$ cat src/hdl/lspc_defines.svh
`ifndef LSPC_DEFINES_SVH
`define LSPC_DEFINES_SVH

// VRAM array depth in address bits
`define VRAM_AW 8

// Raster size, one pixel per clock
`define LINE_PIXELS 24
`define FRAME_LINES 12

// CPU register map
`define REG_VRAMADDR 3'd0
`define REG_VRAMRW 3'd1
`define REG_VRAMMOD 3'd2
`define REG_LSPCMODE 3'd3
`define REG_TIMERHIGH 3'd4
`define REG_TIMERLOW 3'd5
`define REG_IRQACK 3'd6

// Mode register bits
`define MODE_TIMER_IRQ 0
`define MODE_RELOAD_LOW 1
`define MODE_AA_DISABLE 2

`endif
$ cat src/hdl/lspcPkg.sv
package lspcPkg;

	// CPU data word
	typedef logic [15:0] cpuWord_t;

	// Register select on the CPU address lines
	typedef logic [2:0] regAddr_t;

	// Full VRAM address register, only the low bits reach the array
	typedef logic [15:0] vramAddr_t;

	typedef logic [8:0] rasterLine_t;

	// Auto-animation tile number
	typedef logic [2:0] aaCount_t;

	typedef logic [31:0] timerCount_t;

	// 0 none, 1 vblank, 2 timer
	typedef logic [1:0] irqLevel_t;

	// One decoded CPU write, one-hot on the register address
	typedef struct packed
	{
		logic [7:0] select;
		cpuWord_t data;
	} regWrite_t;

	// Video timing state seen by the bus side
	typedef struct packed
	{
		rasterLine_t line;
		aaCount_t aaCount;
		logic vblankIrq;
		logic timerIrq;
	} rasterStatus_t;

endpackage

$ cat src/hdl/lspcCore.sv
`timescale 1ns/1ps

module lspcCore
	import lspcPkg::*;
(
	input logic clk24M,
	input logic reset,
	input logic wrStrobe,
	input logic rdStrobe,
	input regAddr_t regAddr,
	input cpuWord_t wrData,
	output cpuWord_t readData,
	output logic rdValid,
	output irqLevel_t ipl
);

	regWrite_t regWrite;
	cpuWord_t vramWord;
	cpuWord_t modWord;
	cpuWord_t modeWord;
	rasterStatus_t status;

	// CPU decode, read return and interrupt level
	busPort bus
	(
		.clk24M(clk24M),
		.reset(reset),
		.wrStrobe(wrStrobe),
		.rdStrobe(rdStrobe),
		.regAddr(regAddr),
		.wrData(wrData),
		.vramWord(vramWord),
		.modWord(modWord),
		.modeWord(modeWord),
		.status(status),
		.regWrite(regWrite),
		.readData(readData),
		.rdValid(rdValid),
		.ipl(ipl)
	);

	vramPort vram
	(
		.clk24M(clk24M),
		.reset(reset),
		.regWrite(regWrite),
		.vramWord(vramWord),
		.modWord(modWord)
	);

	// Video timing side
	rasterTimer timing
	(
		.clk24M(clk24M),
		.reset(reset),
		.regWrite(regWrite),
		.status(status),
		.modeWord(modeWord)
	);

endmodule

$ cat src/hdl/rasterTimer.sv
`timescale 1ns/1ps
`include "lspc_defines.svh"

module rasterTimer
	import lspcPkg::*;
(
	input logic clk24M,
	input logic reset,
	input regWrite_t regWrite,
	output rasterStatus_t status,
	output cpuWord_t modeWord
);

	localparam int PIXEL_W = $clog2(`LINE_PIXELS);

	logic [PIXEL_W-1:0] pixelCount;
	rasterLine_t lineCount;
	logic pixelWrap;
	logic frameWrap;

	timerCount_t reload;
	timerCount_t timer;
	logic timerExpire;
	logic loadNow;

	logic timerIrq;
	logic vblankIrq;
	logic ackTimer;
	logic ackVblank;

	logic [7:0] frameCount;
	aaCount_t aaCount;

	logic irqEnable;
	logic reloadOnLow;
	logic aaDisable;
	logic [7:0] aaSpeed;

	// Mode fields
	assign irqEnable = modeWord[`MODE_TIMER_IRQ];
	assign reloadOnLow = modeWord[`MODE_RELOAD_LOW];
	assign aaDisable = modeWord[`MODE_AA_DISABLE];
	assign aaSpeed = modeWord[15:8];

	assign pixelWrap = pixelCount == PIXEL_W'(`LINE_PIXELS - 1);
	assign frameWrap = pixelWrap && (lineCount == rasterLine_t'(`FRAME_LINES - 1));

	// Pixel and line raster
	always_ff @(posedge clk24M)
	begin
		if (reset)
		begin
			pixelCount <= '0;
			lineCount <= '0;
		end
		else
		begin
			pixelCount <= pixelWrap ? '0 : pixelCount + 1'b1;
			if (frameWrap)
				lineCount <= '0;
			else if (pixelWrap)
				lineCount <= lineCount + 1'b1;
		end
	end

	// Mode and reload registers
	always_ff @(posedge clk24M)
	begin
		if (reset)
		begin
			modeWord <= '0;
			reload <= '0;
		end
		else
		begin
			if (regWrite.select[`REG_LSPCMODE])
				modeWord <= regWrite.data;
			if (regWrite.select[`REG_TIMERHIGH])
				reload[31:16] <= regWrite.data;
			if (regWrite.select[`REG_TIMERLOW])
				reload[15:0] <= regWrite.data;
		end
	end

	assign timerExpire = timer == 32'd1;
	assign loadNow = regWrite.select[`REG_TIMERLOW] && reloadOnLow;

	// Down-counter, a reload from a low write beats the expiry reload
	always_ff @(posedge clk24M)
	begin
		if (reset)
			timer <= '0;
		else if (loadNow)
			timer <= {reload[31:16], regWrite.data};
		else if (timerExpire)
			timer <= reload;
		else if (timer != '0)
			timer <= timer - 1'b1;
	end

	assign ackTimer = regWrite.select[`REG_IRQACK] && regWrite.data[0];
	assign ackVblank = regWrite.select[`REG_IRQACK] && regWrite.data[1];

	// Interrupt flags, a set wins over an acknowledge
	always_ff @(posedge clk24M)
	begin
		if (reset)
		begin
			timerIrq <= 1'b0;
			vblankIrq <= 1'b0;
		end
		else
		begin
			if (timerExpire && irqEnable)
				timerIrq <= 1'b1;
			else if (ackTimer)
				timerIrq <= 1'b0;
			// Rises together with the counters returning to zero
			if (frameWrap)
				vblankIrq <= 1'b1;
			else if (ackVblank)
				vblankIrq <= 1'b0;
		end
	end

	// Auto-animation, one step every aaSpeed + 1 frames
	always_ff @(posedge clk24M)
	begin
		if (reset)
		begin
			frameCount <= '0;
			aaCount <= '0;
		end
		else if (frameWrap)
		begin
			if (frameCount == aaSpeed)
			begin
				frameCount <= '0;
				if (!aaDisable)
					aaCount <= aaCount + 1'b1;
			end
			else
				frameCount <= frameCount + 1'b1;
		end
	end

	assign status = '{line: lineCount, aaCount: aaCount, vblankIrq: vblankIrq,
		timerIrq: timerIrq};

endmodule

$ cat src/hdl/vramPort.sv
`timescale 1ns/1ps
`include "lspc_defines.svh"

module vramPort
	import lspcPkg::*;
(
	input logic clk24M,
	input logic reset,
	input regWrite_t regWrite,
	output cpuWord_t vramWord,
	output cpuWord_t modWord
);

	localparam int VRAM_WORDS = 1 << `VRAM_AW;

	cpuWord_t vram [VRAM_WORDS];
	vramAddr_t vramAddr;
	logic [`VRAM_AW-1:0] vramIndex;
	logic wrAddr;
	logic wrData;
	logic wrMod;

	assign wrAddr = regWrite.select[`REG_VRAMADDR];
	assign wrData = regWrite.select[`REG_VRAMRW];
	assign wrMod = regWrite.select[`REG_VRAMMOD];

	// Upper address bits are kept but do not reach the array
	assign vramIndex = vramAddr[`VRAM_AW-1:0];

	// Address register with post-access increment by the modulo
	always_ff @(posedge clk24M)
	begin
		if (reset)
			vramAddr <= '0;
		else if (wrAddr)
			vramAddr <= regWrite.data;
		else if (wrData)
			vramAddr <= vramAddr + modWord;
	end

	always_ff @(posedge clk24M)
	begin
		if (reset)
			modWord <= '0;
		else if (wrMod)
			modWord <= regWrite.data;
	end

	// Array write at the address held before the increment
	always_ff @(posedge clk24M)
	begin
		if (wrData)
			vram[vramIndex] <= regWrite.data;
	end

	// Read word follows the address one cycle later, old data on a write
	always_ff @(posedge clk24M)
	begin
		vramWord <= vram[vramIndex];
	end

endmodule

$ cat src/hdl/busPort.sv
`timescale 1ns/1ps
`include "lspc_defines.svh"

module busPort
	import lspcPkg::*;
(
	input logic clk24M,
	input logic reset,
	input logic wrStrobe,
	input logic rdStrobe,
	input regAddr_t regAddr,
	input cpuWord_t wrData,
	input cpuWord_t vramWord,
	input cpuWord_t modWord,
	input cpuWord_t modeWord,
	input rasterStatus_t status,
	output regWrite_t regWrite,
	output cpuWord_t readData,
	output logic rdValid,
	output irqLevel_t ipl
);

	regAddr_t rdAddrQ;
	logic rdPending;
	cpuWord_t statusWord;
	cpuWord_t readMux;

	// Write decode, one select bit per register
	always_ff @(posedge clk24M)
	begin
		if (reset)
			regWrite <= '0;
		else
		begin
			regWrite.select <= wrStrobe ? (8'b1 << regAddr) : 8'b0;
			regWrite.data <= wrData;
		end
	end

	// First read stage holds the address for one cycle
	always_ff @(posedge clk24M)
	begin
		if (reset)
		begin
			rdPending <= 1'b0;
			rdAddrQ <= '0;
		end
		else
		begin
			rdPending <= rdStrobe;
			rdAddrQ <= regAddr;
		end
	end

	// Raster line on top, tile count at the bottom
	assign statusWord = {status.line, 4'b0000, status.aaCount};

	always_comb
	begin
		case (rdAddrQ)
			`REG_VRAMADDR, `REG_VRAMRW: readMux = vramWord;
			`REG_VRAMMOD: readMux = modWord;
			`REG_LSPCMODE: readMux = statusWord;
			default: readMux = modeWord;
		endcase
	end

	// Second stage returns the word
	always_ff @(posedge clk24M)
	begin
		if (reset)
		begin
			rdValid <= 1'b0;
			readData <= '0;
		end
		else
		begin
			rdValid <= rdPending;
			if (rdPending)
				readData <= readMux;
		end
	end

	// Vblank takes priority over the timer
	always_comb
	begin
		if (status.vblankIrq)
			ipl = 2'd1;
		else if (status.timerIrq)
			ipl = 2'd2;
		else
			ipl = 2'd0;
	end

endmodule

$ cat config.mk
export PLATFORM = sky130hd
export DESIGN_NAME = lspcCore
export DESIGN_NICKNAME = d
export VERILOG_FILES = /design/src/hdl/lspcPkg.sv /design/src/hdl/lspcCore.sv /design/src/hdl/rasterTimer.sv /design/src/hdl/vramPort.sv /design/src/hdl/busPort.sv
export VERILOG_INCLUDE_DIRS = /design/src /design/src/hdl
export SDC_FILE = /design/constraint.sdc
export NUM_CORES = 2
export LEC_CHECK = 0
export BUFFER_PORTS_ARGS = -buffer_cell sky130_fd_sc_hd__buf_2
export CORE_MARGIN = 8
export CORE_UTILIZATION = 40
export CTS_CLUSTER_DIAMETER = 80
export DETAILED_ROUTE_END_ITERATION = 12
export PLACE_DENSITY = 0.63
export SLEW_MARGIN = 40
export SYNTH_ARGS = -nofsm -noshare
export SYNTH_HDL_FRONTEND = slang
export SYNTH_SLANG_ARGS = --single-unit
$ cat constraint.sdc
create_clock -name clk24M -period 5.05 [get_ports clk24M]
set_clock_uncertainty 0.1 [all_clocks]
set_input_delay 1.01 -clock clk24M [delete_from_list [all_inputs] [get_ports clk24M]]
set_output_delay 1.01 -clock clk24M [all_outputs]
set_load 0.01 [all_outputs]
==> Word level (Yosys, flattened, before mapping) <==
Memory sizes are Yosys's and may differ from the RTL's. A register that Yosys moved wholly into a read port is not among the register bits.
Index checks and enable logic that the tools add are counted.
Widths: inputs -> output; s select.
{ "totals": {"ff_bits": 183, "n_memories": 1, "romBits": 0, "ramBits": 4096, "latch_bits": 0, "inputBits": 23} }
{ "mem_list": {"columns": ["memory", "depth", "width", "read_ports", "rd_ports_with_merged_regs", "write_ports", "line_no", "source"], "rows": [
  ["vram.vram", 256, 16, 1, 1, 1, "vramPort.sv:16", "cpuWord_t vram [VRAM_WORDS];"]
]} }
{ "classes": {"n_reduce_logical": 16, "n_mul": 0, "bitwise_logic": 2, "n_eq_ne": 7, "order_cmp": 0, "addsub": 6, "shift": 1, "n_mux": 15, "div": 0} }
{ "op_table": {"columns": ["operator", "n"], "rows": [
  ["$mux 32", 3],
  ["$pmux 16 s3", 1],
  ["$eq 32x1->1 const B", 1],
  ["$mux 16", 2],
  ["$reduce_bool 32->1", 1],
  ["$sub 32x1->32 const B", 1],
  ["$add 16x16->16", 1],
  ["$add 9x1->9 const B", 1],
  ["$eq 9x4->1 const B", 1],
  ["$add 8x1->8 const B", 1],
  ["$eq 8x8->1", 1],
  ["$mux 8", 1],
  ["$reduce_or 2->1", 4],
  ["$shl 1x3->7 const A", 1],
  ["$eq 3x2->1 const B", 2],
  ["$mux 1", 6],
  ["$reduce_bool 2->1", 3],
  ["$add 5x1->5 const B", 1],
  ["$eq 5x5->1 const B", 1],
  ["$logic_and 1x1->1", 5],
  ["$mux 2", 2],
  ["$add 3x1->3 const B", 1],
  ["$eq 3x1->1 const B", 1],
  ["$logic_not 3->1", 1],
  ["other kinds (3)", 4]
]} }

==> Logic depth before layout (Yosys ltp) <==
{ "depth": {"depth_word": 4, "depth_mapped": 14, "ltp_nobuf": 10} }

==> Hierarchy <==
A second synthesis with hierarchy kept.
{ "hier_totals": {"hier_cells": 7532, "area_unflattened_um2": 163559.4} }
{ "modules_own_cells": {"columns": ["module", "seq_area_each_um2", "instances", "area_each_um2", "cells_each"], "rows": [
  ["vramPort", 123798.7, 1, 156609.0, 6797],
  ["rasterTimer", 2142.1, 1, 5033.6, 559],
  ["busPort", 900.9, 1, 1916.8, 176]
]} }

==> Worst setup path after synthesis <==
No wires, ideal clock.
{ "synth_path": {"kind": "reg-to-reg", "startpoint": "register, netlist name bus.regWrite[15]", "endpoint": "register timing.timer[15]", "setup_ps": 89, "required_ps": 4861, "stages_incl_launch_ff": 3, "arrival_time_ps": 4294, "n_path_buf": 0, "setup_slack_ps": 567, "cell_sequence": "dfxtp_1 -> o21ai_0 -> a211oi_2"} }
{ "synth_between": {"elab_chain_cells": 1} }
{ "synth_lines": {"columns": ["element", "line_no", "source"], "rows": [
  ["$mux 32", "rasterTimer.sv:93", "else if (loadNow)"],
  ["end signal: assignment", "rasterTimer.sv:94", "timer <= {reload[31:16], regWrite.data};"],
  ["end signal: assignment", "rasterTimer.sv:96", "timer <= reload;"],
  ["end signal: assignment", "rasterTimer.sv:98", "timer <= timer - 1'b1;"],
  ["end: declaration", "rasterTimer.sv:22", "timerCount_t timer;"]
]} }
No other way between the ends.
A chain may end at the register's enable or synchronous reset.

==> impl_metrics.ini <==
[sta]
slew_headroom = 0.3297
worstMarginPinSlew_ps = 1005
finalMaxSlewViolations = 0
setup_ws_ps = 184.3
fmax_mhz = 205.5
finalCritPeriodShare = 0.9635
hold_ws_ps = 174.6
setup_viol = 0
hold_viol = 0
final.min_clock_period_ps = 4866
rsz0062_at_grt = no

[placement]
port_buffers = 41
postPlaceCellArea_um2 = 173500
placed_cells = 13063
pre_cts_ws_ps = 208.3
gp_congestion = 0.8325
dpl.hpwl_um = 248100

[clocking]
cts_setup_buffers = 0
postCtsHoldBufs = 0
cts-buffers-inserted = 425
cts_tree = done
clockRootBuffer = clkbuf_16
htreeDepth = 5
cts.sinks = 4287
clk_pin_slew_worst_paths_ps = 60
ctsResizeCount = 0
clk_latency_ps = 970
clock_path_buffers = 4

[die]
fp.dieH_um = 654.2
start_util = 0.4015
io_pins = 42
die_w_um = 654.2
die_area_um2 = 428000
coreArea_um2 = 405800
std_cell_rows = 234

[global_routing]
grt_use_total = 0.1920
gr-total-overflow = 0
antenna_found_initial = 32
grt_max_degree = 186
grt_pass1_vias = 80995
grt_first_pass_wirelength_um = 600400

[worst_setup_path]
r2r_slack_ps = 180
cp.required_ps = 5760
arrival_ps = 5570
worstSetupPathType = reg2reg
crit_fanout = 43
cp-end-kind = flip-flop
startpoint_type = flip-flop

[logic_synthesis]
synth_edf_count = 4096
seq_area_frac_synth = 0.7785
yosysTopAreaCell = edfxtp_1
synth_top_area_frac = 0.7550
ys_types = 62
syn_nets = 7560
synthesis.area_um2 = 162900
yosys_register_bits = 4287
syn_area_per_cell_um2 = 21.66
synth_area_leaders = edfxtp_1 (75%), mux4_2 (14%), dfxtp_1 (2.3%)
ys.warnings.count = 0
netlist_instances = 7522
yosys_most_used_dff = edfxtp_1
async_reset_ff_frac = 0

[final_layout]
final_cells = 13858
layout-drive-gt1-share = 0.2793
stdcell_area_um2 = 187500
layout.nets = 8111
syn2layout_area_growth_pct = 15.10

[detailed_routing]
vias_per_cell = 5.876
wire_per_inst_um = 30.48
firstDrtPassIters = 5
ant_nets = 0
drc_errors = 0
routed_wl_um = 422400
drtIter0Drc = 10149
num_vias = 81436

[power_and_ir_drop]
p_leak_uw = 0.05785
ir_drop_uv = 304.9
total_power_uw = 72820
p_per_area_nw_per_um2 = 388.3

[min_path]
hp-class = in2reg

[run]
maxCapViolCount = 0

[outcome]
outcome = finished clean
-- path summary, 6_finish.rpt --
path	from	endpoint	cells past startpoint
worst max register to register	vram.vramAddr[0]	vram.vramWord[13]	10
worst min register to register	timing.pixelCount[0]	timing.pixelCount[0]	1
worst max-delay path	vram.vramAddr[0]	vram.vramWord[13]	10
worst min-delay path	wrData[7]	bus.regWrite[7]	2
-- cell usage after synthesis, types with 2 or more instances --
cell	count
mux4_2	1024
a21oi_1	137
a22oi_1	209
a311oi_1	2
nor3b_1	2
buf_6	4
nor4b_1	2
nor4_1	5
a21o_1	2
buf_4	3
a311o_1	2
a221oi_1	160
inv_1	14
o211ai_1	29
xor2_1	29
nand2_1	94
or3_1	6
nor2_1	432
mux2i_1	85
a211oi_1	25
o22ai_1	49
and2_1	6
a211oi_2	15
o221ai_1	32
o41ai_1	2
nor2b_1	33
or4_4	2
dfxtp_1	191
nand4_1	7
clkbuf_1	304
nor3_1	71
edfxtp_1	4096
or2_2	3
buf_2	52
a31oi_1	2
o21ai_0	29
nand3_1	23
buf_1	108
nand2b_1	9
clkinv_1	2
ha_1	14
xnor2_1	27
a22o_1	160
-- where the power goes --
group	internal (uW)	total, uW	switching (uW)
clock network	18100	31200	13100
registers	39000	39300	254
logic	801	2320	1520
total	57900	72800	14900
-- sequential cells by signal, indices dropped and copies added, names as in the netlist --
register           cells
vram.modWord          16
timing.modeWord       16
timing.vblankIrq       1
timing.timer          32
timing.frameCount      8
bus.rdValid            1
bus.rdAddrQ            3
vram.vram           4096
timing.lineCount       9
timing.aaCount         3
timing.pixelCount      5
bus.readData          16
vram.vramAddr          8
bus.rdPending          1
bus.regWrite          23
timing.reload         32
timing.timerIrq        1
vram.vramWord         16
-- final cells by class --
class	count	area [um^2]
Antenna cell	13	32.53
Inverter	16	60.06
Tap cell	5428	6792
Sequential cell	4287	126900
Timing Repair Buffer	595	5431
Multi-Input combinational cell	2748	34600
Fill cell	33187	218300
Clock inverter	234	2490
Clock buffer	537	11210
-- cells in the final DEF, fill, tap and decap left out, types with 137 or more instances in the layout --
| cell | count |
|---|---|
| a21oi_1 | 137 |
| mux4_2 | 1024 |
| edfxtp_1 | 4096 |
| a22o_1 | 160 |
| nor2_1 | 412 |
| a22oi_1 | 209 |
| dfxtp_1 | 165 |
| buf_4 | 470 |
| a221oi_1 | 160 |
| clkbuf_16 | 428 |
-- routing by layer --
metal,vias up,share of wire,GRT usage
met2,4247,0.47,0.3015
met1,43587,0.40,0.2680
li1,32966,-,-
met4,14,0.028,0.05213
met5,-,0.00023,0
met3,622,0.10,0.04885
-- worst max-delay path, stage by stage (launching register included) --
cell and delay, ps:
dfxtp_4 740, buf_12 380, buf_12 330, mux4_2 550, a22oi_1 330, a21oi_1 170, nor2_1 520, o221ai_1 430
a22oi_1 680, buf_4 220, o211ai_1 90
-- per-stage QoR --
step | TNS [ps] | util
5_1_grt | 0 | 0.4620
3_3_place_gp | -8.069 | 0.4267
3_5_place_dp | 0 | 0.4275
2_1_floorplan | 0 | -
6_report | 0 | 0.4621
4_1_cts | 0 | 0.4612
-- logic make-up after synthesis --
logic type | after synthesis | share of synthesized area
flip-flops | 4287 | 0.7785
multiplexers | 1109 | 0.1468
AO/OA/AOI/OAI | 861 | 0.03998
AND/OR/NAND/NOR | 707 | 0.01870
buffers and inverters | 487 | 0.01187
XOR/XNOR | 56 | 0.003011
adder cells (fa/ha/maj) | 15 | 0.001198
Power figures use the tool's default switching activity.
